### src/source/rv_lsu_params.svh
`ifndef RV_LSU_PARAMS_SVH
`define RV_LSU_PARAMS_SVH

// bus and data widths.
`define SYS_ADDR_SPACE 32
`define DATA_WIDTH 32

// data RAM geometry.
`define MEM_ADDR_SPACE 10
`define MEM_SIZE 1024

// memory map.
`define MEM_BASE 32'h0000_0000
`define MMIO_BASE 32'h1000_0000

// register offsets inside the MMIO block.
`define MMIO_GPIO_OFS 32'h0000_0000
`define MMIO_SCRATCH_OFS 32'h0000_0004
`define MMIO_ID_OFS 32'h0000_0008

// value returned by the read-only ID register.
`define LSU_ID 32'h1515_0001

`endif

### src/source/rv_lsu_pkg.sv
package rv_lsu_pkg;

    // low two funct3 bits give the access width.
    typedef enum logic [1:0] {
        SIZE_BYTE = 2'b00,
        SIZE_HALF = 2'b01,
        SIZE_WORD = 2'b10
    } access_size_e;

    typedef struct packed {
        logic         is_unsigned;   // funct3[2] set on LBU and LHU.
        access_size_e size;          // funct3[1:0].
    } funct3_fields_t;

    // the same three bits read as an opcode or as flag plus size.
    typedef union packed {
        logic [2:0]     raw;
        funct3_fields_t f;
    } funct3_u;

    // load funct3 codes.
    localparam logic [2:0] LB  = 3'b000;
    localparam logic [2:0] LH  = 3'b001;
    localparam logic [2:0] LW  = 3'b010;
    localparam logic [2:0] LBU = 3'b100;
    localparam logic [2:0] LHU = 3'b101;

    // store funct3 codes.
    localparam logic [2:0] SB  = 3'b000;
    localparam logic [2:0] SH  = 3'b001;
    localparam logic [2:0] SW  = 3'b010;

endpackage

### src/source/mem_req_if.sv
`timescale 1ns/1ns
`include "rv_lsu_params.svh"

interface mem_req_if;
    import rv_lsu_pkg::*;

    logic                       re;      // read strobe.
    logic                       we;      // write strobe.
    logic [`MEM_ADDR_SPACE-1:0] raddr;   // local read byte address.
    logic [`MEM_ADDR_SPACE-1:0] waddr;   // local write byte address.
    logic [`DATA_WIDTH-1:0]     wdata;   // store data in the low lanes.
    access_size_e               wsize;   // store width.
    logic [`DATA_WIDTH-1:0]     rdata;   // aligned read word.

    // the LSU side issues requests.
    modport requester (
        output re, we, raddr, waddr, wdata, wsize,
        input  rdata
    );

    // a target answers them.
    modport memory (
        input  re, we, raddr, waddr, wdata, wsize,
        output rdata
    );

endinterface

### src/source/mmio_regs.sv
`timescale 1ns/1ns
`include "rv_lsu_params.svh"

module mmio_regs (
    input  logic                   clk_i,
    input  logic                   reset_i,
    mem_req_if.memory              bus_i,
    output logic [`DATA_WIDTH-1:0] gpio_o
);

    // register select codes taken from address bits 3:2.
    localparam logic [1:0] GPIO_SEL    = 2'(`MMIO_GPIO_OFS >> 2);
    localparam logic [1:0] SCRATCH_SEL = 2'(`MMIO_SCRATCH_OFS >> 2);
    localparam logic [1:0] ID_SEL      = 2'(`MMIO_ID_OFS >> 2);

    logic [`DATA_WIDTH-1:0] gpio_q;      // drives the output pins.
    logic [`DATA_WIDTH-1:0] scratch_q;   // free software storage.

    // whole-word writes only. the ID slot ignores stores
    always_ff @(posedge clk_i) begin
        if (reset_i) begin
            gpio_q    <= '0;
            scratch_q <= '0;
        end else if (bus_i.we) begin
            case (bus_i.waddr[3:2])
                GPIO_SEL:    gpio_q    <= bus_i.wdata;
                SCRATCH_SEL: scratch_q <= bus_i.wdata;
                default:     ;                           // read-only slot.
            endcase
        end
    end

    always_comb begin
        bus_i.rdata = '0;
        if (bus_i.re) begin
            case (bus_i.raddr[3:2])
                GPIO_SEL:    bus_i.rdata = gpio_q;
                SCRATCH_SEL: bus_i.rdata = scratch_q;
                ID_SEL:      bus_i.rdata = `LSU_ID;
                default:     bus_i.rdata = '0;   // hole in the map.
            endcase
        end
    end

    assign gpio_o = gpio_q;

endmodule

### src/flat_wrapper.sv
// flat-port wrapper written by rule: the top's interface ports become plain ports
module mmio_regs_flat 
  (clk_i, reset_i, gpio_o, bus_i_re, bus_i_we, bus_i_raddr, bus_i_waddr, bus_i_wdata, bus_i_wsize, bus_i_rdata);
  mem_req_if bus_i_i ();
  input  logic clk_i;
  input  logic reset_i;
  output logic [`DATA_WIDTH-1:0] gpio_o;
  input wire logic [$bits(bus_i_i.re)-1:0] bus_i_re;
  input wire logic [$bits(bus_i_i.we)-1:0] bus_i_we;
  input wire logic [$bits(bus_i_i.raddr)-1:0] bus_i_raddr;
  input wire logic [$bits(bus_i_i.waddr)-1:0] bus_i_waddr;
  input wire logic [$bits(bus_i_i.wdata)-1:0] bus_i_wdata;
  input wire logic [$bits(bus_i_i.wsize)-1:0] bus_i_wsize;
  output wire logic [$bits(bus_i_i.rdata)-1:0] bus_i_rdata;
  assign bus_i_i.re = bus_i_re;
  assign bus_i_i.we = bus_i_we;
  assign bus_i_i.raddr = bus_i_raddr;
  assign bus_i_i.waddr = bus_i_waddr;
  assign bus_i_i.wdata = bus_i_wdata;
  assign bus_i_i.wsize = bus_i_wsize;
  assign bus_i_rdata = bus_i_i.rdata;
  mmio_regs u_core (.clk_i(clk_i), .reset_i(reset_i), .bus_i(bus_i_i), .gpio_o(gpio_o));
endmodule
### config.mk
export PLATFORM = sky130hd
export DESIGN_NAME = mmio_regs_flat
export DESIGN_NICKNAME = d
export VERILOG_FILES = /design/src/source/rv_lsu_pkg.sv /design/src/source/mem_req_if.sv /design/src/source/mmio_regs.sv /design/src/flat_wrapper.sv
export VERILOG_INCLUDE_DIRS = /design/src /design/src/source
export SDC_FILE = /design/constraint.sdc
export NUM_CORES = 1
export LEC_CHECK = 0
export BUFFER_PORTS_ARGS = -buffer_cell sky130_fd_sc_hd__buf_2
export CAP_MARGIN = 10
export CORE_MARGIN = 8
export CORE_UTILIZATION = 44
export CTS_CLUSTER_SIZE = 25
export DETAILED_ROUTE_END_ITERATION = 7
export GPL_TIMING_DRIVEN = 0
export PLACE_DENSITY = 0.74
export SYNTH_ARGS = -nofsm -noshare
export SYNTH_HDL_FRONTEND = slang
export SYNTH_SLANG_ARGS = --single-unit
### constraint.sdc
create_clock -name clk_i -period 1.05 [get_ports clk_i]
set_clock_uncertainty 0.15 [all_clocks]
set_input_delay 0.105 -clock clk_i [delete_from_list [all_inputs] [get_ports clk_i]]
set_output_delay 0.105 -clock clk_i [all_outputs]
set_load 0.01 [all_outputs]
==> results.sh, run 1 <==
export IMPL_outcome="finished with violations"
export IMPL_violations="negative setup slack"
export IMPL_grt_pass1_vias=3165
export IMPL_critPathArrivalTime_ns=1.11
export IMPL_synthAdderAreaFrac_pct=0
export IMPL_synth_seq_cells=64
export IMPL_dp_slack_ns=-0.394
export IMPL_path_clk_slew_ns=0.08
export IMPL_dpl_hpwl_um=6210
export IMPL_fp_dieArea_um2=10300
export IMPL_numCtsBuffers=9
export IMPL_drc=0
export IMPL_routed_via_density=4.80
export IMPL_synth_simple_area_share_pct=25.0
export IMPL_io_buffers=101
export IMPL_final_cell_mix="nand2b_1, mux2i_1, buf_2, buf_6, dfxtp_2"
export IMPL_synth_cell_types=15
export IMPL_initial_utilization_pct=44.7
export IMPL_p_int_mw=4.50
export IMPL_hold_violations=0
export IMPL_p_comb_share_pct=16.6
export IMPL_antenna_left=0
export IMPL_rsz0062_at_grt="true"
export IMPL_pin_count=122
export IMPL_dieHeight_um=101
export IMPL_place_congestion=0.782
export IMPL_n_fill_cell=507
export IMPL_grt_start_max_net_pins=11
export IMPL_num_rows=31
export IMPL_track_usage_pct=18.9
export IMPL_vdd_drop_max_mv=0.988
export IMPL_cts_sinks=64
export IMPL_switching_share_pct=24.1
export IMPL_crit_path_end_kind="primary output"
export IMPL_maxCapViolations=0
export IMPL_syn_nets=382
export IMPL_power_density_nw_per_um2=1140
export IMPL_core_um2=7180
export IMPL_final_common_cell="nand2b_1"
export IMPL_ys_seq_area_share_pct=39.9
export IMPL_finalCriticalPeriod_ns=1.36
export IMPL_wl_per_cell_um=16.2
export IMPL_synth_top_family_by_area="multiplexers"
export IMPL_grt_overflow=0
export IMPL_grt_antenna_before_repair=0
export IMPL_final_util_pct=72.7
export IMPL_drt_iter0_markers=71
export IMPL_crit_required_ns=0.79
export IMPL_seqPwrFrac_pct=43.6
export IMPL_clock_fmax_mhz=733
export IMPL_vias=3006
export IMPL_syn_area_per_cell_um2=9.91
export IMPL_power_leakage_nw=2.49
export IMPL_synth_compound_area_share_pct=3.27
export IMPL_dieWidth_um=101
export IMPL_switchingPower_mw=1.43
export IMPL_worst_slew_pin_slew_ns=0.470
export IMPL_clock_power_share_pct=39.8
export IMPL_ctsHtreeMaxLevel=3
export IMPL_cts_root_buf="clkbuf_8"
export IMPL_synth_xor_xnor_area_share_pct=0
export IMPL_areaGrowthSynthToFinish_pct=62.4
export IMPL_finalSetupViolCount=63
export IMPL_layout_setup_ws_ns=-0.315
export IMPL_hold_class="in -> reg"
export IMPL_start_kind="register"
export IMPL_grt_pass1_wl_um=15100
export IMPL_finalMaxSlewViolations=0
export IMPL_clk_latency_ns=0.34
export IMPL_cts_tree="yes"
export IMPL_fin_tns_setup_ns=-9.56
export IMPL_worstPathMaxFanout=2
export IMPL_synth_warnings=0
export IMPL_drt_first_pass_iters=4
export IMPL_path_class="reg -> out"
export IMPL_clock_path_buffers=2
export IMPL_final_layout_size_suffix_gt1_share_pct=46.6
export IMPL_syn_inst=324
export IMPL_max_slew_margin_pct=68.7
export IMPL_finalCritPeriodShare_pct=130
export IMPL_routed_wl_um=10100
export IMPL_netlist_area_um2=3210
export IMPL_muxShareOfSynthArea_pct=27.7
export IMPL_nNetsFinal=579
-- cell families after synthesis --
logic type	after synthesis
multiplexers	89
buffers and inverters	24
AND/OR/NAND/NOR	133
AO/OA/AOI/OAI	14
flip-flops	64
-- stage by stage --
stage	cell area [um2]	total power, mW	cells	hold slack [ns]
final	5210	5.93	626	0.0235
after global routing	5210	6.14	625	0.0290
after detailed placement	3840	3.29	524	0.252
after floorplan	3210	3.04	324	0.131
after CTS	4980	5.85	605	-0.0199
after global placement	3840	3.28	524	0.241
-- final cells by class --
type	instances	area, um2	share of cell area [%]
Antenna cell	1	2.50	0.0480
Buffer	23	139	2.66
Sequential cell	64	1350	25.9
Tap cell	99	124	2.38
Timing Repair Buffer	187	1560	30.0
Clock buffer	13	149	2.86
Clock inverter	3	65.1	1.25
Multi-Input combinational cell	236	1820	34.9
-- critical path: stages, from the launching register on --
cell,delay (ns)
dfxtp_2,0.35
o21bai_1,0.06
a21boi_1,0.19
buf_2,0.17
-- power groups by stage --
| stage | Sequential [mW] | Clock, mW | Combinational [mW] |
|---|---|---|---|
| 5_1_grt | 2.59 | 2.49 | 1.06 |
| 2_1_floorplan | 2.63 | 0 | 0.404 |
| 3_3_place_gp | 2.62 | 0 | 0.661 |
| 4_1_cts | 2.58 | 2.36 | 0.913 |
| 6_report | 2.58 | 2.36 | 0.985 |
| 3_5_place_dp | 2.62 | 0 | 0.670 |
-- registers in the layout (all words and copies together) (netlist names) --
| register | flops |
|---|---|
| u_core.gpio_o | 32 |
| u_core.scratch_q | 32 |
-- path summary, 6_finish.rpt --
check / start / to / slack, ns / depth (start not counted)
worst min-delay path: bus_i_we / u_core.scratch_q[0] / 0.02 / 3
worst max-delay path: u_core.gpio_o[16] / bus_i_rdata[16] / -0.31 / 3
worst max register to register: u_core.gpio_o[11] / u_core.gpio_o[11] / 0.02 / 5
worst min register to register: u_core.scratch_q[20] / u_core.scratch_q[20] / 0.33 / 2
-- layer usage --
| layer | GRT usage, % | vias up | part of all wire [%] |
|---|---|---|---|
| li1 | - | 1477 | - |
| met1 | 19.5 | 1448 | 42 |
| met2 | 34.9 | 69 | 52 |
| met3 | 5.77 | 12 | 4.5 |
| met4 | 7.33 | 0 | 1.5 |
| met5 | 0 | - | 0 |
-- Yosys cell counts --
cell type,n,area [um2]
nor2_1,25,93.8
nand3b_2,1,11.3
buf_4,3,22.5
buf_6,3,33.8
buf_2,6,30.0
and3b_2,1,10.0
mux2i_1,89,891
nand2b_1,97,607
nor3b_4,1,18.8
nand3b_1,7,52.6
a21boi_0,7,52.6
or3b_1,1,8.76
o21bai_1,7,52.6
clkbuf_1,12,45.0
dfxtp_1,64,1280
-- repair_timing --
item	in CTS	in global routing
hold endpoints to repair	64	0
gates cloned	0	0
gates resized for setup	116	31
hold buffers	32	0
setup buffers	34	25
pin swaps	14	16
endpoints found under the setup margin	64	65
No activity file was read; power rests on OpenSTA's default activity.
==> run 2, diff against run 1 <==
--- a/config.mk
+++ b/config.mk
@@ -14,6 +14,7 @@
 export DETAILED_ROUTE_END_ITERATION = 7
 export GPL_TIMING_DRIVEN = 0
 export PLACE_DENSITY = 0.74
+export SETUP_SLACK_MARGIN = 0.15
 export SYNTH_ARGS = -nofsm -noshare
 export SYNTH_HDL_FRONTEND = slang
 export SYNTH_SLANG_ARGS = --single-unit
==> run 2 against run 1 <==
  * The run ends with negative hold slack, negative setup slack left
  * Sequential share of layout area shrank 3.0 points
  * Register-to-register slack is essentially flat
  * Non-clock buffer count grew 5
  * Sequential power is essentially flat
  * Critical path depth is the same
  * Via count grew 4.3%
  * Final cell count grew 0.64%
  * Clock power shrank 8.5%
  * Clock-buffer cell count shrank 2
  * Wire length grew 13%
  * Total power grew 0.95%
  * Largest cell class unchanged
==> results.sh, run 2 (synthesized netlist as in run 1, its figures left out) <==
export IMPL_pin_count=122
export IMPL_finalCritPeriodShare_pct=131
export IMPL_finalMaxSlewViolations=0
export IMPL_cts_root_buf="clkbuf_8"
export IMPL_switchingPower_mw=1.60
export IMPL_finalNonFillerCells=630
export IMPL_max_slew_margin_pct=65.8
export IMPL_num_rows=31
export IMPL_finalSetupViolCount=64
export IMPL_path_class="reg -> out"
export IMPL_hold_slack_ns=-0.0290
export IMPL_p_comb_share_pct=20.6
export IMPL_dpl_hpwl_um=6390
export IMPL_place_congestion=0.745
export IMPL_dieHeight_um=101
export IMPL_final_cell_mix="buf_6, nand2b_1, mux2i_1, dfxtp_2, buf_2"
export IMPL_ctsHtreeMaxLevel=3
export IMPL_final_common_cell="buf_6"
export IMPL_core_um2=7180
export IMPL_areaGrowthSynthToFinish_pct=86.6
export IMPL_drt_first_pass_iters=4
export IMPL_finalCriticalPeriod_ns=1.38
export IMPL_dp_slack_ns=-0.299
export IMPL_diodes=0
export IMPL_cts_tree="yes"
export IMPL_grt_pass1_wl_um=16300
export IMPL_routed_via_density=4.98
export IMPL_hold_class="in -> reg"
export IMPL_vdd_drop_max_mv=0.937
export IMPL_critPathArrivalTime_ns=1.12
export IMPL_rsz0062_at_grt="true"
export IMPL_path_clk_slew_ns=0.07
export IMPL_grt_overflow=0
export IMPL_initial_utilization_pct=44.7
export IMPL_final_cell_area_um2=5990
export IMPL_power_density_nw_per_um2=999
export IMPL_placed_cell_area_um2=4220
export IMPL_maxCapViolations=0
export IMPL_track_usage_pct=20.6
export IMPL_worst_slew_pin_slew_ns=0.513
export IMPL_drt_iter0_markers=90
export IMPL_cts_sinks=64
export IMPL_hold_buffers=32
export IMPL_violations="negative hold slack, negative setup slack"
export IMPL_clk_latency_ns=0.34
export IMPL_nNetsFinal=584
export IMPL_seqPwrFrac_pct=43.4
export IMPL_grt_pass1_vias=3329
export IMPL_switching_share_pct=26.7
export IMPL_worstPathMaxFanout=2
export IMPL_final_layout_size_suffix_gt1_share_pct=59.3
export IMPL_clock_power_share_pct=36.0
export IMPL_antenna_left=0
export IMPL_grt_start_max_net_pins=12
export IMPL_power_leakage_nw=2.64
export IMPL_dieWidth_um=101
export IMPL_hold_violations=3
export IMPL_final_util_pct=83.5
export IMPL_numPlacedInstances=524
export IMPL_p_int_mw=4.39
export IMPL_clock_path_buffers=2
export IMPL_layout_setup_ws_ns=-0.329
export IMPL_io_buffers=101
export IMPL_vias=3136
export IMPL_numCtsBuffers=9
export IMPL_fp_dieArea_um2=10300
export IMPL_start_kind="register"
export IMPL_outcome="finished with violations"
export IMPL_wl_per_cell_um=18.3
export IMPL_clock_fmax_mhz=725
export IMPL_crit_path_end_kind="primary output"
export IMPL_routed_wl_um=11500
export IMPL_grt_antenna_before_repair=0
export IMPL_crit_required_ns=0.79
export IMPL_drc=0
[run 2: cell count changes in the layout (fill, tap and decap cells not counted), sizes merged]
cell          change
buf               +4
bufinv            -1
clkbuf            -1
clkinv            +2
clkinvlp          +1
diode             -1
dlygate4sd3       -2
dlymetal6s4s      +2
[run 2: worst paths after layout]
path / startpoint / endpoint / slack (ns) / cells past startpoint
hold reg to reg: u_core.scratch_q[1] / u_core.scratch_q[1] / 0.32 / 2
hold / removal: bus_i_waddr[2] / u_core.scratch_q[1] / -0.03 / 3
setup / recovery: u_core.gpio_o[0] / bus_i_rdata[0] / -0.33 / 3
setup reg to reg: u_core.gpio_o[7] / u_core.gpio_o[7] / 0.01 / 5
[run 2: power by group through the flow]
stage / Sequential, mW / Combinational [mW] / Clock (mW)
2_1_floorplan: 2.65 / 0.526 / 0
3_3_place_gp: 2.63 / 0.789 / 0
3_5_place_dp: 2.64 / 0.799 / 0
4_1_cts: 2.59 / 1.10 / 2.15
5_1_grt: 2.60 / 1.30 / 2.29
6_report: 2.60 / 1.23 / 2.16
[run 2: through the flow]
stage	hold WS [ns]	TNS, ns	total power [mW]
5_1_grt	-0.00418	-13.34	6.19
4_1_cts	0.00633	-10.34	5.84
2_1_floorplan	0.131	0	3.17
3_5_place_dp	0.250	-13.54	3.44
6_report	-0.0290	-11.75	5.98
3_3_place_gp	0.239	-12.27	3.42
[run 2: cell type report]
class | instances | area [um2]
multi-input cells | 236 | 2280
well taps | 99 | 124
plain buffers | 24 | 224
repair buffers | 191 | 1790
clock inverters | 5 | 56.3
clock buffers | 11 | 141
fillers | 378 | 1180
flip-flops and latches | 64 | 1370
[run 2: timing repair]
| item | in CTS | in global routing |
|---|---|---|
| pin swaps | 24 | 8 |
| resized for setup | 153 | 65 |
| gates cloned | 1 | 0 |
| hold endpoints to repair | 64 | 3 |
| setup buffers | 42 | 15 |
| endpoints found under the setup margin | 84 | 98 |
[run 2: critical path: stages (launching register included)]
cell and delay (ns):
dfxtp_2 0.35, o21bai_1 0.08, a21boi_1 0.19, buf_2 0.16
[run 2: metal layers]
metal,global-route usage (%),share of wire (%)
met3,3.02,3.5
met5,0,0
met4,11.2,3.0
met2,38.0,55
met1,21.9,39
==> run 3, diff against run 2 <==
--- a/config.mk
+++ b/config.mk
@@ -8,8 +8,10 @@
 export LEC_CHECK = 0
 export BUFFER_PORTS_ARGS = -buffer_cell sky130_fd_sc_hd__buf_2
 export CAP_MARGIN = 10
+export CELL_PAD_IN_SITES_DETAIL_PLACEMENT = 1
+export CELL_PAD_IN_SITES_GLOBAL_PLACEMENT = 2
 export CORE_MARGIN = 8
-export CORE_UTILIZATION = 44
+export CORE_UTILIZATION = 26
 export CTS_CLUSTER_SIZE = 25
 export DETAILED_ROUTE_END_ITERATION = 7
 export GPL_TIMING_DRIVEN = 0
==> run 3 against run 2 <==
  * The run still ends with negative hold slack, negative setup slack left
  * Highest routed layer unchanged
  * Worst hold slack gained 0.016 ns
  * Sequential power barely moved
  * Design area increased by 4.3%
  * Clock power increased by 26%
  * Wire length increased by 9.1%
  * Non-clock buffer count rose by 8
  * Sequential cell count unchanged
  * Total power rose by 10%
  * Global-route usage is 5.5 points lower
  * Final cell count is 8.9% higher
  * Critical path type unchanged
  * Utilization is 31 points lower
==> results.sh, run 3 (synthesized netlist as in run 1, its figures left out) <==
export IMPL_p_total_mw=6.61
export IMPL_crit_required_ns=0.79
export IMPL_clock_path_buffers=2
export IMPL_cts_tree="yes"
export IMPL_min_to="u_core.scratch_q[0]"
export IMPL_rrSetupSlack_ns=-0.01
export IMPL_grt_pass1_vias=3568
export IMPL_clk_latency_ns=0.33
export IMPL_hold_class="in -> reg"
export IMPL_diodes=0
export IMPL_pin_count=122
export IMPL_hold_slack_ns=-0.0133
export IMPL_vias=3070
export IMPL_hold_violations=3
export IMPL_hold_buffers=32
export IMPL_fin_tns_setup_ns=-9.88
export IMPL_finalCritPeriodShare_pct=128
export IMPL_dieWidth_um=127
export IMPL_numCtsBuffers=9
export IMPL_grt_antenna_before_repair=0
export IMPL_power_leakage_nw=2.73
export IMPL_cts_root_buf="clkbuf_16"
export IMPL_min_from="bus_i_waddr[2]"
export IMPL_initial_utilization_pct=26.7
export IMPL_areaGrowthSynthToFinish_pct=94.6
export IMPL_numPlacedInstances=572
export IMPL_start_kind="register"
export IMPL_final_cell_mix="buf_6, nand2b_1, mux2i_1, dfxtp_2, buf_2"
export IMPL_place_congestion=0.706
export IMPL_finalSetupViolCount=66
export IMPL_final_common_cell="buf_6"
export IMPL_timing_rr_end="u_core.gpio_o[10]"
export IMPL_rr_worst_depth=5
export IMPL_clock_fmax_mhz=743
export IMPL_crit_path_top_delay_cell="dfxtp_2"
export IMPL_power_density_nw_per_um2=1060
export IMPL_grt_overflow=0
export IMPL_fp_dieArea_um2=16200
export IMPL_grt_start_max_net_pins=12
export IMPL_antenna_left=0
export IMPL_ctsHtreeMaxLevel=3
export IMPL_cts_sinks=64
export IMPL_wl_per_cell_um=18.3
export IMPL_layout_setup_ws_ns=-0.296
export IMPL_dieHeight_um=127
export IMPL_max_slew_margin_pct=64.1
export IMPL_cpPeakStageDelay_ns=0.33
export IMPL_io_buffers=101
export IMPL_violations="negative hold slack, negative setup slack"
export IMPL_rsz0062_at_grt="true"
export IMPL_routed_via_density=4.48
export IMPL_drt_iter0_markers=60
export IMPL_core_um2=12000
export IMPL_track_usage_pct=15.0
export IMPL_grt_pass1_wl_um=19100
export IMPL_crit_chain="mux2i_1 -> nor2_1 -> buf_2"
export IMPL_maxCapViolations=0
export IMPL_drc=0
export IMPL_crit_path_end_kind="primary output"
export IMPL_finalNonFillerCells=686
export IMPL_hold_depth=3
export IMPL_worst_slew_pin_slew_ns=0.539
export IMPL_num_rows=40
export IMPL_finalMaxSlewViolations=0
export IMPL_final_layout_size_suffix_gt1_share_pct=60.7
export IMPL_dpl_hpwl_um=7640
export IMPL_critPathArrivalTime_ns=1.09
export IMPL_finalCriticalPeriod_ns=1.35
export IMPL_nNetsFinal=592
export IMPL_vdd_drop_max_mv=0.634
export IMPL_worstPathMaxFanout=2
export IMPL_outcome="finished with violations"
export IMPL_dp_slack_ns=-0.330
export IMPL_r2r_start="u_core.gpio_o[10]"
export IMPL_drt_first_pass_iters=4
export IMPL_routed_wl_um=12600
export IMPL_path_clk_slew_ns=0.06
export IMPL_path_class="reg -> out"
run 3: changes by cell type in the layout (fill, tap and decap cells not counted), moves of 2 or more:
cell,delta
dfxtp_2,+4
clkbuf_16,+9
dfxtp_4,-2
mux2i_4,+4
buf_6,+7
clkbuf_8,-10
dfxtp_1,-2
clkinv_2,+2
mux2i_2,-4
run 3: metal layers:
| layer | vias up | GRT usage, % | share of wire (%) |
|---|---|---|---|
| li1 | 1508 | - | - |
| met1 | 1487 | 16.1 | 39 |
| met2 | 59 | 28.4 | 55 |
| met3 | 16 | 3.04 | 3.6 |
| met4 | 0 | 5.53 | 2.0 |
| met5 | - | 0 | 0 |
run 3: timing repair:
item | 4_1_cts | 5_1_grt
gates cloned | 2 | 0
setup buffers | 47 | 17
setup endpoints to repair | 95 | 101
gates resized for setup | 161 | 72
pin swaps | 26 | 6
hold endpoints to repair | 64 | 3
run 3: area by class of cell:
cell class	instances	area [um2]
clock buffer	10	229
multi-input combinational	236	2320
sequential	64	1370
tap	147	184
timing repair buffer	199	1880
fill	1272	5760
buffer	24	229
clock inverter	6	36.3
run 3: where the power goes:
part / total (mW) / internal (mW) / switching, mW
clock network: 2.72 / 1.58 / 1.14
logic: 1.28 / 0.744 / 0.532
registers: 2.61 / 2.53 / 0.0797
total: 6.61 / 4.85 / 1.75
run 3: worst max-delay path by stage:
stage,start,end,slack [ns],cells past startpoint
after floorplan,bus_i_waddr[2],u_core.gpio_o[10],0.04,3
after global placement,bus_i_waddr[2],u_core.gpio_o[13],-0.27,4
after global routing,u_core.gpio_o[0],bus_i_rdata[0],-0.36,3
after detailed placement,bus_i_waddr[2],u_core.gpio_o[20],-0.33,4
final,u_core.scratch_q[31],bus_i_rdata[31],-0.30,3
after CTS,u_core.scratch_q[0],bus_i_rdata[0],-0.30,3
run 3: stage by stage:
| step | utilization (%) | hold slack (ns) | cell area (um2) |
|---|---|---|---|
| 6_report | 52.0 | -0.0133 | 6250 |
| 5_1_grt | 52.0 | -0.0107 | 6250 |
| 3_3_place_gp | 35.6 | 0.241 | 4280 |
| 3_5_place_dp | 35.6 | 0.257 | 4280 |
| 4_1_cts | 48.5 | -0.00784 | 5820 |
| 2_1_floorplan | - | 0.131 | 3590 |
run 3: critical path: cells and delay by family, from the launching register on:
kind / cells / cell delay [ns]
DFF: 1 / 0.33
muxes: 1 / 0.20
buffers and inverters: 1 / 0.15
and+or+nand+nor: 1 / 0.09
