--- src/source/rv_lsu_params.svh ---
`ifndef RV_LSU_PARAMS_SVH
`define RV_LSU_PARAMS_SVH

// bus and data widths.
`define SYS_ADDR_SPACE 32
`define DATA_WIDTH 32

// data RAM geometry.
`define MEM_ADDR_SPACE 10
`define MEM_SIZE 1024

// memory map.
`define MEM_BASE 32'h0000_0000
`define MMIO_BASE 32'h1000_0000

// register offsets inside the MMIO block.
`define MMIO_GPIO_OFS 32'h0000_0000
`define MMIO_SCRATCH_OFS 32'h0000_0004
`define MMIO_ID_OFS 32'h0000_0008

// value returned by the read-only ID register.
`define LSU_ID 32'h1515_0001

`endif

--- src/source/rv_lsu_pkg.sv ---
package rv_lsu_pkg;

    // low two funct3 bits give the access width.
    typedef enum logic [1:0] {
        SIZE_BYTE = 2'b00,
        SIZE_HALF = 2'b01,
        SIZE_WORD = 2'b10
    } access_size_e;

    typedef struct packed {
        logic         is_unsigned;   // funct3[2] set on LBU and LHU.
        access_size_e size;          // funct3[1:0].
    } funct3_fields_t;

    // the same three bits read as an opcode or as flag plus size.
    typedef union packed {
        logic [2:0]     raw;
        funct3_fields_t f;
    } funct3_u;

    // load funct3 codes.
    localparam logic [2:0] LB  = 3'b000;
    localparam logic [2:0] LH  = 3'b001;
    localparam logic [2:0] LW  = 3'b010;
    localparam logic [2:0] LBU = 3'b100;
    localparam logic [2:0] LHU = 3'b101;

    // store funct3 codes.
    localparam logic [2:0] SB  = 3'b000;
    localparam logic [2:0] SH  = 3'b001;
    localparam logic [2:0] SW  = 3'b010;

endpackage

--- src/source/mem_req_if.sv ---
`timescale 1ns/1ns
`include "rv_lsu_params.svh"

interface mem_req_if;
    import rv_lsu_pkg::*;

    logic                       re;      // read strobe.
    logic                       we;      // write strobe.
    logic [`MEM_ADDR_SPACE-1:0] raddr;   // local read byte address.
    logic [`MEM_ADDR_SPACE-1:0] waddr;   // local write byte address.
    logic [`DATA_WIDTH-1:0]     wdata;   // store data in the low lanes.
    access_size_e               wsize;   // store width.
    logic [`DATA_WIDTH-1:0]     rdata;   // aligned read word.

    // the LSU side issues requests.
    modport requester (
        output re, we, raddr, waddr, wdata, wsize,
        input  rdata
    );

    // a target answers them.
    modport memory (
        input  re, we, raddr, waddr, wdata, wsize,
        output rdata
    );

endinterface

--- src/source/lsu_steer.sv ---
`timescale 1ns/1ns
`include "rv_lsu_params.svh"

module lsu_steer (
    input  logic                       re_i,
    input  logic                       we_i,
    input  logic [`SYS_ADDR_SPACE-1:0] r_addr_i,
    input  logic [`SYS_ADDR_SPACE-1:0] w_addr_i,
    input  logic [`DATA_WIDTH-1:0]     w_data_i,
    input  rv_lsu_pkg::funct3_u        r_mode_i,
    input  rv_lsu_pkg::funct3_u        w_mode_i,
    mem_req_if.requester               ram_o,
    mem_req_if.requester               mmio_o,
    output logic [`DATA_WIDTH-1:0]     data_o,
    output logic                       load_err_o,
    output logic                       store_err_o
);
    import rv_lsu_pkg::*;

    logic                       r_in_ram, r_in_mmio, w_in_ram, w_in_mmio;
    logic                       r_mode_ok, w_mode_ok;
    logic                       load_err, store_err;
    logic [`SYS_ADDR_SPACE-1:0] r_ram_ofs, r_mmio_ofs, w_ram_ofs, w_mmio_ofs;
    logic [`DATA_WIDTH-1:0]     rd_word, rd_shift;

    function automatic logic hits_ram(input logic [`SYS_ADDR_SPACE-1:0] addr);
        logic [`SYS_ADDR_SPACE-1:0] rel;
        rel = addr - `MEM_BASE;
        return rel < `SYS_ADDR_SPACE'(`MEM_SIZE);
    endfunction

    function automatic logic hits_mmio(input logic [`SYS_ADDR_SPACE-1:0] addr);
        return (addr == `MMIO_BASE + `MMIO_GPIO_OFS) ||
               (addr == `MMIO_BASE + `MMIO_SCRATCH_OFS) ||
               (addr == `MMIO_BASE + `MMIO_ID_OFS);
    endfunction

    // half needs even, word needs 4-aligned.
    function automatic logic misaligned(input access_size_e size, input logic [1:0] lo);
        return (size == SIZE_HALF && lo[0]) || (size == SIZE_WORD && lo != 2'b00);
    endfunction

    assign r_in_ram  = hits_ram(r_addr_i);
    assign r_in_mmio = hits_mmio(r_addr_i);
    assign w_in_ram  = hits_ram(w_addr_i);
    assign w_in_mmio = hits_mmio(w_addr_i);

    assign r_mode_ok = r_mode_i.raw inside {LB, LH, LW, LBU, LHU};
    assign w_mode_ok = w_mode_i.raw inside {SB, SH, SW};

    assign load_err = re_i && (!(r_in_ram || r_in_mmio) || !r_mode_ok ||
                               misaligned(r_mode_i.f.size, r_addr_i[1:0]) ||
                               (r_in_mmio && r_mode_i.f.size != SIZE_WORD));

    assign store_err = we_i && (!(w_in_ram || w_in_mmio) || !w_mode_ok ||
                                misaligned(w_mode_i.f.size, w_addr_i[1:0]) ||
                                (w_in_mmio && w_mode_i.f.size != SIZE_WORD) ||
                                (w_addr_i == `MMIO_BASE + `MMIO_ID_OFS));

    assign load_err_o  = load_err;
    assign store_err_o = store_err;

    // local offsets inside each target.
    assign r_ram_ofs  = r_addr_i - `MEM_BASE;
    assign w_ram_ofs  = w_addr_i - `MEM_BASE;
    assign r_mmio_ofs = r_addr_i - `MMIO_BASE;
    assign w_mmio_ofs = w_addr_i - `MMIO_BASE;

    // a faulting access reaches no target.
    assign ram_o.re     = re_i && !load_err && r_in_ram;
    assign ram_o.we     = we_i && !store_err && w_in_ram;
    assign ram_o.raddr  = r_ram_ofs[`MEM_ADDR_SPACE-1:0];
    assign ram_o.waddr  = w_ram_ofs[`MEM_ADDR_SPACE-1:0];
    assign ram_o.wdata  = w_data_i;
    assign ram_o.wsize  = w_mode_i.f.size;

    assign mmio_o.re    = re_i && !load_err && r_in_mmio;
    assign mmio_o.we    = we_i && !store_err && w_in_mmio;
    assign mmio_o.raddr = r_mmio_ofs[`MEM_ADDR_SPACE-1:0];
    assign mmio_o.waddr = w_mmio_ofs[`MEM_ADDR_SPACE-1:0];
    assign mmio_o.wdata = w_data_i;
    assign mmio_o.wsize = w_mode_i.f.size;

    // pick the target word, move the addressed lane down, then extend.
    always_comb begin
        rd_word  = r_in_ram ? ram_o.rdata : mmio_o.rdata;
        rd_shift = rd_word >> {r_addr_i[1:0], 3'b000};
        case (r_mode_i.f.size)
            SIZE_BYTE: data_o = r_mode_i.f.is_unsigned ? {24'b0, rd_shift[7:0]}
                                                       : {{24{rd_shift[7]}}, rd_shift[7:0]};
            SIZE_HALF: data_o = r_mode_i.f.is_unsigned ? {16'b0, rd_shift[15:0]}
                                                       : {{16{rd_shift[15]}}, rd_shift[15:0]};
            default:   data_o = rd_word;
        endcase
        if (!re_i || load_err) begin
            data_o = '0;                      // idle or faulting load.
        end
    end

endmodule

--- src/flat_wrapper.sv ---
// flat-port wrapper written by rule: the top's interface ports become plain ports
module lsu_steer_flat import rv_lsu_pkg::*;
  (re_i, we_i, r_addr_i, w_addr_i, w_data_i, r_mode_i, w_mode_i, data_o, load_err_o, store_err_o, ram_o_re, ram_o_we, ram_o_raddr, ram_o_waddr, ram_o_wdata, ram_o_wsize, ram_o_rdata, mmio_o_re, mmio_o_we, mmio_o_raddr, mmio_o_waddr, mmio_o_wdata, mmio_o_wsize, mmio_o_rdata);
  mem_req_if ram_o_i ();
  mem_req_if mmio_o_i ();
  input  logic re_i;
  input  logic we_i;
  input  logic [`SYS_ADDR_SPACE-1:0] r_addr_i;
  input  logic [`SYS_ADDR_SPACE-1:0] w_addr_i;
  input  logic [`DATA_WIDTH-1:0] w_data_i;
  input  rv_lsu_pkg::funct3_u r_mode_i;
  input  rv_lsu_pkg::funct3_u w_mode_i;
  output logic [`DATA_WIDTH-1:0] data_o;
  output logic load_err_o;
  output logic store_err_o;
  output wire logic [$bits(ram_o_i.re)-1:0] ram_o_re;
  output wire logic [$bits(ram_o_i.we)-1:0] ram_o_we;
  output wire logic [$bits(ram_o_i.raddr)-1:0] ram_o_raddr;
  output wire logic [$bits(ram_o_i.waddr)-1:0] ram_o_waddr;
  output wire logic [$bits(ram_o_i.wdata)-1:0] ram_o_wdata;
  output wire logic [$bits(ram_o_i.wsize)-1:0] ram_o_wsize;
  input wire logic [$bits(ram_o_i.rdata)-1:0] ram_o_rdata;
  output wire logic [$bits(mmio_o_i.re)-1:0] mmio_o_re;
  output wire logic [$bits(mmio_o_i.we)-1:0] mmio_o_we;
  output wire logic [$bits(mmio_o_i.raddr)-1:0] mmio_o_raddr;
  output wire logic [$bits(mmio_o_i.waddr)-1:0] mmio_o_waddr;
  output wire logic [$bits(mmio_o_i.wdata)-1:0] mmio_o_wdata;
  output wire logic [$bits(mmio_o_i.wsize)-1:0] mmio_o_wsize;
  input wire logic [$bits(mmio_o_i.rdata)-1:0] mmio_o_rdata;
  assign ram_o_re = ram_o_i.re;
  assign ram_o_we = ram_o_i.we;
  assign ram_o_raddr = ram_o_i.raddr;
  assign ram_o_waddr = ram_o_i.waddr;
  assign ram_o_wdata = ram_o_i.wdata;
  assign ram_o_wsize = ram_o_i.wsize;
  assign ram_o_i.rdata = ram_o_rdata;
  assign mmio_o_re = mmio_o_i.re;
  assign mmio_o_we = mmio_o_i.we;
  assign mmio_o_raddr = mmio_o_i.raddr;
  assign mmio_o_waddr = mmio_o_i.waddr;
  assign mmio_o_wdata = mmio_o_i.wdata;
  assign mmio_o_wsize = mmio_o_i.wsize;
  assign mmio_o_i.rdata = mmio_o_rdata;
  lsu_steer u_core (.re_i(re_i), .we_i(we_i), .r_addr_i(r_addr_i), .w_addr_i(w_addr_i), .w_data_i(w_data_i), .r_mode_i(r_mode_i), .w_mode_i(w_mode_i), .ram_o(ram_o_i), .mmio_o(mmio_o_i), .data_o(data_o), .load_err_o(load_err_o), .store_err_o(store_err_o));
endmodule
--- config.mk ---
export PLATFORM = sky130hd
export DESIGN_NAME = lsu_steer_flat
export DESIGN_NICKNAME = d
export VERILOG_FILES = /design/src/source/rv_lsu_pkg.sv /design/src/source/mem_req_if.sv /design/src/source/lsu_steer.sv /design/src/flat_wrapper.sv
export VERILOG_INCLUDE_DIRS = /design/src /design/src/source
export SDC_FILE = /design/constraint.sdc
export NUM_CORES = 1
export LEC_CHECK = 0
export CAP_MARGIN = 20
export CORE_AREA = 2 2 120 122
export DETAILED_ROUTE_END_ITERATION = 16
export DIE_AREA = 0 0 122 124
export DONT_BUFFER_PORTS = 1
export PLACE_DENSITY = 0.4
export SYNTH_ARGS = -nofsm -noshare
export SYNTH_HDL_FRONTEND = slang
export SYNTH_SLANG_ARGS = --single-unit
--- constraint.sdc ---
create_clock -name vclk -period 5.4
set_clock_uncertainty 0.15 [all_clocks]
set_input_delay 1.35 -clock vclk [all_inputs]
set_output_delay 1.35 -clock vclk [all_outputs]
set_load 0.02 [all_outputs]
==> results_tabular.tex, run 1 <==
\begin{tabular}{lr}
\hline
Metric & Value \\
\hline
\multicolumn{2}{l}{\textbf{Critical path}} \\
Worst setup path class & primary input to primary output \\
Critical path, cell by cell & or4\_4 > or3\_4 > nor2\_4 > buf\_12 > mux2\_2 > o21a\_4 > a211oi\_1 > buf\_4 \\
CP startpoint kind & primary input \\
CP max stage delay & 0.54 ns \\
Library cell contributing the largest single delay on the critical path & sky130\_fd\_sc\_hd\_\_or4\_4 \\
Arrival @ worst endpoint & 3.72 ns \\
CP delay by family, top & simple AND/OR/NAND/NOR gates \\
Maximum fanout count along the critical path & 16 \\
CP Data Required Time & 3.90 ns \\
Number of buffer and inverter stages on the critical path & 2 \\
Nature of the critical path endpoint & primary output \\
\multicolumn{2}{l}{\textbf{Layout}} \\
Sequential cell area in the final layout & 0 µm² \\
Final core utilization & 15.7\% \\
Count of clock-net buffers in the final layout & 0 \\
Number of flip-flops and latches & 0 \\
Area added between synthesis and finish & -10.6\% \\
Layout cell share with drive strength beyond 1 & 37.3\% \\
Diode insertion count for antenna repair & 0 \\
Post-layout net count & 395 \\
\multicolumn{2}{l}{\textbf{Die}} \\
Die Height & 124 µm \\
Width of the chip & 122 µm \\
Core outline area & 13700 µm² \\
Die area & 15100 µm² \\
Cell row count & 43 \\
I/O pin total & 314 \\
Starting density of the core & 17.6\% \\
\multicolumn{2}{l}{\textbf{Synthesis}} \\
Post-Synthesis Cell Area & 2410 µm² \\
Post-Synthesis Mean Instance Area & 8.06 µm² \\
Library cells used by synthesis & 46 \\
Net count of the mapped netlist & 467 \\
Synthesized netlist cell count & 299 \\
Synth warnings & 0 \\
Sequential share of the synthesized area & 0\% \\
\multicolumn{2}{l}{\textbf{GRT}} \\
First-pass GRT wire length & 14000 µm \\
All-Layer GR Usage & 12.7\% \\
Number of global-route vias before repair & 2128 \\
Largest net degree at the start of global routing & 33 \\
Number of antenna violations at the first check in global routing & 1 \\
Final global-route overflow total & 0 \\
\multicolumn{2}{l}{\textbf{Routing}} \\
DRC errors left & 0 \\
Via density per instance & 4.95 \\
Routed wire length & 10500 µm \\
Routed vias & 2003 \\
Initial DRC count & 56 \\
Number of optimization iterations in the first detailed-route pass & 6 \\
Wirelength per Cell & 25.8 µm \\
Remaining number of nets flagged by the antenna check after routing & 0 \\
\multicolumn{2}{l}{\textbf{Timing}} \\
Clock period minus final worst setup slack & 5.22 ns \\
Final setup viols & 0 \\
Period Utilization, post-route & 96.7\% \\
Number of max-slew violations in the final report & 0 \\
Measured slew at the worst slew-check pin & 0.742 ns \\
Slew margin rel. & 50.2\% \\
Setup repair after global routing missed its margin & no \\
Count of endpoints failing hold in the final timing report & 0 \\
Setup tns final & 0 ns \\
Max frequency & 192 MHz \\
\multicolumn{2}{l}{\textbf{Placed design}} \\
Total of buffers placed on input and output ports & 0 \\
Half-perimeter wire length after detailed placement & 8900 µm \\
Gpl congestion & 0.702 \\
\multicolumn{2}{l}{\textbf{Flow run}} \\
Number of violations of the max-capacitance limit & 0 \\
\multicolumn{2}{l}{\textbf{Power}} \\
Static leakage & 0.000602 µW \\
Worst vdd rail ir drop & 11.2 µV \\
Power per unit of standard cell area & 34.0 nW/µm² \\
\multicolumn{2}{l}{\textbf{Run status}} \\
Outcome & completed \\
\multicolumn{2}{l}{\textbf{Hold path}} \\
Worst hold-check path type & primary input to primary output \\
\hline
\end{tabular}
[cell usage after synthesis (all sizes together), types with 3 or more instances]
| library cell | count | area [µm²] |
|---|---|---|
| buf | 115 | 875 |
| mux2i | 34 | 340 |
| a211oi | 19 | 193 |
| a21oi | 12 | 60.1 |
| nand2 | 11 | 41.3 |
| nor4 | 11 | 75.1 |
| nand2b | 9 | 56.3 |
| nor2 | 9 | 41.3 |
| clkbuf | 7 | 36.3 |
| mux4 | 7 | 158 |
| o22a | 7 | 61.3 |
| a221oi | 6 | 58.8 |
| mux2 | 5 | 56.3 |
| a21o | 4 | 30.0 |
| a311oi | 4 | 35.0 |
| nor2b | 4 | 25.0 |
| or4 | 4 | 41.3 |
| a2bb2oi | 3 | 26.3 |
| and3 | 3 | 20.0 |
| nand3 | 3 | 15.0 |
| nand4 | 3 | 18.8 |
| o21ai | 3 | 15.0 |
| or3 | 3 | 25.0 |
[per-layer routing]
layer | GRT usage [%] | part of all wire [%]
met4 | 1.22 | 1.1
met5 | 0 | 0
met3 | 2.75 | 10
met1 | 12.8 | 33
met2 | 27.0 | 55
[layout make-up]
class              count  area (µm²)
fillers             1563       11600
inverters              1        3.75
repair buffers        48         410
well taps            180         225
multi-input cells    176        1520
[metrics by stage]
| stage | cell area (µm²) | setup slack, ns | hold WS (ns) | instances | power (µW) |
|---|---|---|---|---|---|
| after floorplan | 2410 | 0.269 | 2.63 | 299 | 176 |
| after global placement | 2140 | 0.184 | 2.55 | 405 | 73.9 |
| after detailed placement | 2140 | 0.0789 | 2.55 | 405 | 74.4 |
| after CTS | 2140 | 0.0878 | 2.55 | 405 | 74.8 |
| after global routing | 2150 | 0.0600 | 2.55 | 405 | 80.5 |
| final | 2150 | 0.181 | 2.55 | 405 | 73.2 |
[power breakdown]
group / internal, µW / total [µW] / switching (µW) / leakage [µW]
logic: 34.7 / 73.2 / 38.5 / 0.000602
clock network: 0 / 0 / 0 / 0
registers: 0 / 0 / 0 / 0
[final timing paths]
kind                         start        endpoint  cells after the start
worst max-delay path  r_addr_i[16]      data_o[18]                      8
worst min-delay path   w_data_i[5]  ram_o_wdata[5]                      0
[placed cells by master, fill, tap and decap left out, types with 5 or more instances in the layout]
cell,n
sky130_fd_sc_hd__mux4_2,7
sky130_fd_sc_hd__o22a_1,7
sky130_fd_sc_hd__nand2b_1,9
sky130_fd_sc_hd__nor4_1,10
sky130_fd_sc_hd__a221oi_1,5
sky130_fd_sc_hd__a211oi_1,9
sky130_fd_sc_hd__a21oi_1,12
sky130_fd_sc_hd__mux2i_1,34
sky130_fd_sc_hd__buf_4,44
sky130_fd_sc_hd__nand2_1,10
sky130_fd_sc_hd__nor2_1,8
sky130_fd_sc_hd__a211oi_2,10
sky130_fd_sc_hd__mux2_2,5
[what timing repair did]
action	CTS	global route
resized for setup	0	2
hold buffers	0	0
setup endpoints to repair	0	3
setup buffers	0	0
[cells by family after synthesis]
group	share of synthesized area [%]
AO/OA/AOI/OAI	22.7
buffers and inverters	38.0
multiplexers	23.0
AND/OR/NAND/NOR	16.3
Note: power is estimated with default switching activity, not from simulation.
==> run 2, diff against run 1 <==
==> constraint.sdc (replaced) <==
create_clock -name vclk -period 6
set_clock_uncertainty 0.15 [all_clocks]
set_input_delay 1.5 -clock vclk [all_inputs]
set_output_delay 1.5 -clock vclk [all_outputs]
set_load 0.02 [all_outputs]
==> results_tabular.tex, run 2 (same netlist as run 1, synthesis figures left out) <==
\begin{tabular}{lr}
\hline
Metric & Value \\
\hline
\multicolumn{2}{l}{\textbf{Run status}} \\
Outcome & completed \\
\multicolumn{2}{l}{\textbf{Layout}} \\
Commonest non-fill, non-tap cell in the layout & sky130\_fd\_sc\_hd\_\_buf\_4 \\
Fillers & 1554 (-0.58\%) \\
Final core utilization & 15.2\% (-0.49 points) \\
Highest-count cells in the layout ignoring fill and taps & sky130\_fd\_sc\_hd\_\_buf\_4 (45), sky130\_fd\_sc\_hd\_\_mux2i\_1 (34), sky130\_fd\_sc\_hd\_\_a21oi\_1 (12) \\
Post-layout net count & 393 (-0.51\%) \\
Layout cell share with drive strength beyond 1 & 36.8\% (-0.56 points) \\
Sequential cell area in the final layout & 0 µm² (unchanged) \\
Number of flip-flops and latches & 0 (unchanged) \\
Count of clock-net buffers in the final layout & 0 (unchanged) \\
Area added between synthesis and finish & -13.4\% \\
Final non-filler cell total & 404 (-0.25\%) \\
\multicolumn{2}{l}{\textbf{Power}} \\
Power per unit of standard cell area & 31.5 nW/µm² (-7.4\%) \\
Relative contribution of the clock network to total power & 0\% (unchanged) \\
Sequential Power Share & 0\% (unchanged) \\
Sum of internal, switching and leakage power & 65.7 µW (-10\%) \\
Static leakage & 0.000566 µW (-6.0\%) \\
Worst vdd rail ir drop & 9.46 µV (-15\%) \\
Internal power summed over all cells & 30.5 µW (-12\%) \\
Net switching power of the design & 35.2 µW (-8.5\%) \\
Share of total power consumed by net switching & 53.6\% (+1.0 points) \\
Combinational power share & 100.0\% (about the same) \\
\multicolumn{2}{l}{\textbf{Timing}} \\
Slew margin rel. & 50.6\% (+0.40 points) \\
Final setup viols & 0 (unchanged) \\
Clock period minus final worst setup slack & 5.58 ns \\
Max frequency & 179 MHz \\
Number of max-slew violations in the final report & 0 (unchanged) \\
Setup tns final & 0 ns (unchanged) \\
Measured slew at the worst slew-check pin & 0.736 ns (-0.00596 ns) \\
Count of endpoints failing hold in the final timing report & 0 (unchanged) \\
Period Utilization, post-route & 93.1\% \\
Setup repair after global routing missed its margin & no \\
\multicolumn{2}{l}{\textbf{GRT}} \\
Number of global-route vias before repair & 2049 (-3.7\%) \\
Number of antenna violations at the first check in global routing & 1 (unchanged) \\
Largest net degree at the start of global routing & 33 (unchanged) \\
Final global-route overflow total & 0 (unchanged) \\
First-pass GRT wire length & 13700 µm (-2.2\%) \\
All-Layer GR Usage & 12.6\% (-0.14 points) \\
\multicolumn{2}{l}{\textbf{Placed design}} \\
Inst Count DP & 403 (-0.49\%) \\
Total of buffers placed on input and output ports & 0 (unchanged) \\
Half-perimeter wire length after detailed placement & 8880 µm (-0.24\%) \\
Gpl congestion & 0.701 (-0.13\%) \\
\multicolumn{2}{l}{\textbf{Critical path}} \\
Worst setup path start & r\_addr\_i[23] \\
CP Data Required Time & 4.35 ns (+0.45 ns) \\
Worst setup path class & primary input to primary output \\
Maximum fanout count along the critical path & 12 (-4) \\
Nature of the critical path endpoint & primary output \\
CP startpoint kind & primary input \\
Worst setup path endpoint & data\_o[13] \\
Arrival @ worst endpoint & 3.93 ns (+0.21 ns) \\
\multicolumn{2}{l}{\textbf{Routing}} \\
Routed vias & 1948 (-2.7\%) \\
Routed wire length & 10500 µm (about the same) \\
Initial DRC count & 78 (+39\%) \\
Number of optimization iterations in the first detailed-route pass & 4 (-2) \\
Wirelength per Cell & 25.9 µm (+0.23\%) \\
Remaining number of nets flagged by the antenna check after routing & 0 (unchanged) \\
Via density per instance & 4.82 (-2.5\%) \\
DRC errors left & 0 (unchanged) \\
\multicolumn{2}{l}{\textbf{CTS}} \\
CTS resizes & 0 (unchanged) \\
Count of hold buffers inserted by post-cts repair & 0 (unchanged) \\
Post-CTS Repair Setup Buffers & 0 (unchanged) \\
\multicolumn{2}{l}{\textbf{Die}} \\
Core outline area & 13700 µm² (unchanged) \\
I/O pin total & 314 (unchanged) \\
Starting density of the core & 17.6\% (unchanged) \\
Cell row count & 43 (unchanged) \\
Width of the chip & 122 µm (unchanged) \\
Die Height & 124 µm (unchanged) \\
Die area & 15100 µm² (unchanged) \\
\multicolumn{2}{l}{\textbf{Hold path}} \\
Worst hold-check path type & primary input to primary output \\
\multicolumn{2}{l}{\textbf{Flow run}} \\
Number of violations of the max-capacitance limit & 0 (unchanged) \\
\hline
\end{tabular}
run 2: layer usage:
layer  GRT usage [%]  wire [µm]  vias to the layer above
met4            1.87         83                        0
met3            2.15        929                       12
met1            12.9       3640                      892
met2            26.5       5800                      183
met5               0          0                        -
li1                -          -                      861
run 2: final cells by class:
| cell class | instances | area, µm² | area share [%] |
|---|---|---|---|
| multi-input cells | 176 | 1500 | 71.8 |
| repair buffers | 46 | 358 | 17.1 |
| well taps | 180 | 225 | 10.8 |
| inverters | 1 | 3.75 | 0.180 |
| diodes | 1 | 2.50 | 0.120 |
run 2: power by group through the flow:
stage               Sequential, µW  Combinational, µW  Clock (µW)
floorplan                        0                159           0
global route                     0               71.8   0.0000225
detailed placement               0               67.1           0
finish                           0               65.7   0.0000225
CTS                              0               67.4           0
global placement                 0               66.1           0
run 2: critical path, cell delays in order:
cell and delay (ns):
sky130_fd_sc_hd__or4_4 0.54, sky130_fd_sc_hd__or3_1 0.40, sky130_fd_sc_hd__a2111oi_2 0.38, sky130_fd_sc_hd__nand2_2 0.33, sky130_fd_sc_hd__a21o_1 0.26, sky130_fd_sc_hd__a311oi_1 0.30, sky130_fd_sc_hd__buf_4 0.21
run 2: how the worst min path moves through the flow:
stage / from / endpoint / slack [ns] / cells after the start
CTS: w_data_i[15] / mmio_o_wdata[15] / 2.85 / 0
global route: w_data_i[5] / mmio_o_wdata[5] / 2.85 / 0
global placement: w_data_i[15] / mmio_o_wdata[15] / 2.85 / 0
finish: w_data_i[5] / ram_o_wdata[5] / 2.85 / 0
detailed placement: w_data_i[15] / mmio_o_wdata[15] / 2.85 / 0
floorplan: w_addr_i[28] / ram_o_we / 2.93 / 1
run 2: metrics by stage:
step	area (µm²)	hold slack (ns)	worst slack, ns
final	2090	2.85	0.415
after global routing	2090	2.85	0.250
after CTS	2080	2.85	0.381
after detailed placement	2080	2.85	0.374
after global placement	2080	2.85	0.430
after floorplan	2410	2.93	0.569
==> run 3, diff against run 2 <==
==> constraint.sdc (replaced) <==
create_clock -name vclk -period 6
set_clock_uncertainty 0.15 [all_clocks]
set_input_delay 1.5 -clock vclk [all_inputs]
set_output_delay 1.5 -clock vclk [all_outputs]
set_load 0.05 [all_outputs]
==> results_tabular.tex, run 3 (same netlist as run 1, synthesis figures left out) <==
\begin{tabular}{lr}
\hline
Metric & Value \\
\hline
\multicolumn{2}{l}{\textbf{Routing}} \\
Via density per instance & 4.90 (+1.6\%) \\
DRC errors left & 0 (unchanged) \\
Number of optimization iterations in the first detailed-route pass & 4 (unchanged) \\
Routed wire length & 9690 µm (-7.3\%) \\
Remaining number of nets flagged by the antenna check after routing & 0 (unchanged) \\
Routed vias & 1960 (+0.62\%) \\
Initial DRC count & 82 (+5.1\%) \\
Wirelength per Cell & 24.2 µm (-6.3\%) \\
\multicolumn{2}{l}{\textbf{GRT}} \\
Largest net degree at the start of global routing & 35 (+6.1\%) \\
All-Layer GR Usage & 11.3\% (-1.2 points) \\
First-pass GRT wire length & 12700 µm (-7.3\%) \\
Number of antenna violations at the first check in global routing & 1 (unchanged) \\
Final global-route overflow total & 0 (unchanged) \\
Number of global-route vias before repair & 2092 (+2.1\%) \\
\multicolumn{2}{l}{\textbf{Layout}} \\
Number of flip-flops and latches & 0 (unchanged) \\
Fillers & 1550 (-0.26\%) \\
Post-layout net count & 389 (-1.0\%) \\
Area added between synthesis and finish & -10.7\% \\
Commonest non-fill, non-tap cell in the layout & sky130\_fd\_sc\_hd\_\_buf\_4 \\
Sequential cell area in the final layout & 0 µm² (unchanged) \\
Highest-count cells in the layout ignoring fill and taps & sky130\_fd\_sc\_hd\_\_buf\_4 (40), sky130\_fd\_sc\_hd\_\_mux2i\_1 (34), sky130\_fd\_sc\_hd\_\_a211oi\_2 (18) \\
Layout cell share with drive strength beyond 1 & 42.5\% (+5.7 points) \\
Count of clock-net buffers in the final layout & 0 (unchanged) \\
\multicolumn{2}{l}{\textbf{Timing}} \\
Number of max-slew violations in the final report & 0 (unchanged) \\
Clock period minus final worst setup slack & 5.67 ns (+0.0837 ns) \\
Slew margin rel. & 35.6\% (-15 points) \\
Final setup viols & 0 (unchanged) \\
Count of endpoints failing hold in the final timing report & 0 (unchanged) \\
Max frequency & 176 MHz (-1.5\%) \\
Measured slew at the worst slew-check pin & 0.963 ns (+0.227 ns) \\
Hold slack & 2.85 ns (+0.0000100 ns) \\
Setup repair after global routing missed its margin & no \\
Worst-case setup margin in the final layout & 0.331 ns (-0.0837 ns) \\
Period Utilization, post-route & 94.5\% (+1.4 points) \\
\multicolumn{2}{l}{\textbf{Critical path}} \\
CP max stage delay & 0.54 ns (about the same) \\
Arrival @ worst endpoint & 4.02 ns (+0.09 ns) \\
Maximum fanout count along the critical path & 34 (+22) \\
Worst setup path class & primary input to primary output \\
CP Data Required Time & 4.35 ns (about the same) \\
Critical path, cell by cell & or4\_4 > or3\_1 > a2111oi\_2 > nand2\_2 > buf\_12 > a21o\_1 > a311oi\_2 > buf\_4 \\
Nature of the critical path endpoint & primary output \\
Library cell contributing the largest single delay on the critical path & sky130\_fd\_sc\_hd\_\_or4\_4 \\
CP startpoint kind & primary input \\
\multicolumn{2}{l}{\textbf{CTS}} \\
CTS resizes & 0 (unchanged) \\
Post-CTS Repair Setup Buffers & 0 (unchanged) \\
Count of hold buffers inserted by post-cts repair & 0 (unchanged) \\
\multicolumn{2}{l}{\textbf{Power}} \\
Combinational power share & 100.0\% (about the same) \\
Net switching power of the design & 34.7 µW (-1.5\%) \\
Internal power summed over all cells & 28.6 µW (-6.3\%) \\
Power per unit of standard cell area & 29.4 nW/µm² (-6.6\%) \\
Static leakage & 0.000567 µW (+0.16\%) \\
Share of total power consumed by net switching & 54.8\% (+1.2 points) \\
Sequential Power Share & 0\% (unchanged) \\
Worst vdd rail ir drop & 8.96 µV (-5.3\%) \\
Relative contribution of the clock network to total power & 0\% (unchanged) \\
\multicolumn{2}{l}{\textbf{Die}} \\
I/O pin total & 314 (unchanged) \\
Starting density of the core & 17.6\% (unchanged) \\
Die area & 15100 µm² (unchanged) \\
Cell row count & 43 (unchanged) \\
Core outline area & 13700 µm² (unchanged) \\
Die Height & 124 µm (unchanged) \\
Width of the chip & 122 µm (unchanged) \\
\multicolumn{2}{l}{\textbf{Placed design}} \\
Total of buffers placed on input and output ports & 0 (unchanged) \\
Gpl congestion & 0.722 (+3.0\%) \\
Half-perimeter wire length after detailed placement & 8060 µm (-9.3\%) \\
Pre-CTS setup slack & 0.293 ns (-0.0805 ns) \\
\multicolumn{2}{l}{\textbf{Run status}} \\
Outcome & completed \\
\multicolumn{2}{l}{\textbf{Flow run}} \\
Number of violations of the max-capacitance limit & 0 (unchanged) \\
\multicolumn{2}{l}{\textbf{Hold path}} \\
Worst hold-check path type & primary input to primary output \\
\hline
\end{tabular}
[run 3: cell types whose count changed in the layout (fill, tap and decap cells not counted), sizes merged]
| cell | delta |
|---|---|
| buf | -4 |
[run 3: worst max-delay path: cells and delay by family]
family                 cells  cell delay (ns)
AND/OR/NAND/NOR            3             1.09
buffers and inverters      2             0.44
AO/OA/AOI/OAI              3             0.96
[run 3: per-layer routing]
| layer | wire length, µm | global-route usage (%) | up-vias |
|---|---|---|---|
| li1 | - | - | 856 |
| met1 | 2990 | 10.2 | 920 |
| met2 | 5320 | 23.3 | 164 |
| met3 | 1150 | 4.40 | 20 |
| met4 | 229 | 2.95 | 0 |
| met5 | 0 | 0 | - |
[run 3: layout make-up]
class	instances	area (µm²)	share of cell area, %
inverters	1	3.75	0.174
multi-input cells	176	1580	73.4
diodes	1	2.50	0.116
repair buffers	42	340	15.8
well taps	180	225	10.5
[run 3: stage by stage]
step	utilization (%)	power (µW)	cell area, µm²	setup TNS [ns]	cells
floorplan	-	250	2420	-0.162	299
detailed placement	15.7	64.2	2150	0	399
CTS	15.7	64.4	2150	0	399
global placement	15.7	63.5	2150	0	399
global route	15.7	69.3	2150	0	400
finish	15.7	63.3	2150	0	400
[run 3: worst paths after layout]
check / startpoint / endpoint / slack, ns / depth (start not counted)
worst max-delay path: r_addr_i[23] / data_o[12] / 0.33 / 8
worst min-delay path: w_addr_i[0] / mmio_o_waddr[0] / 2.85 / 0
[run 3: power by group through the flow]
stage	Clock [µW]	Combinational [µW]	Sequential, µW
floorplan	0	250	0
global placement	0	63.5	0
detailed placement	0	64.2	0
CTS	0	64.4	0
global route	0.0000228	69.3	0
finish	0.0000235	63.3	0
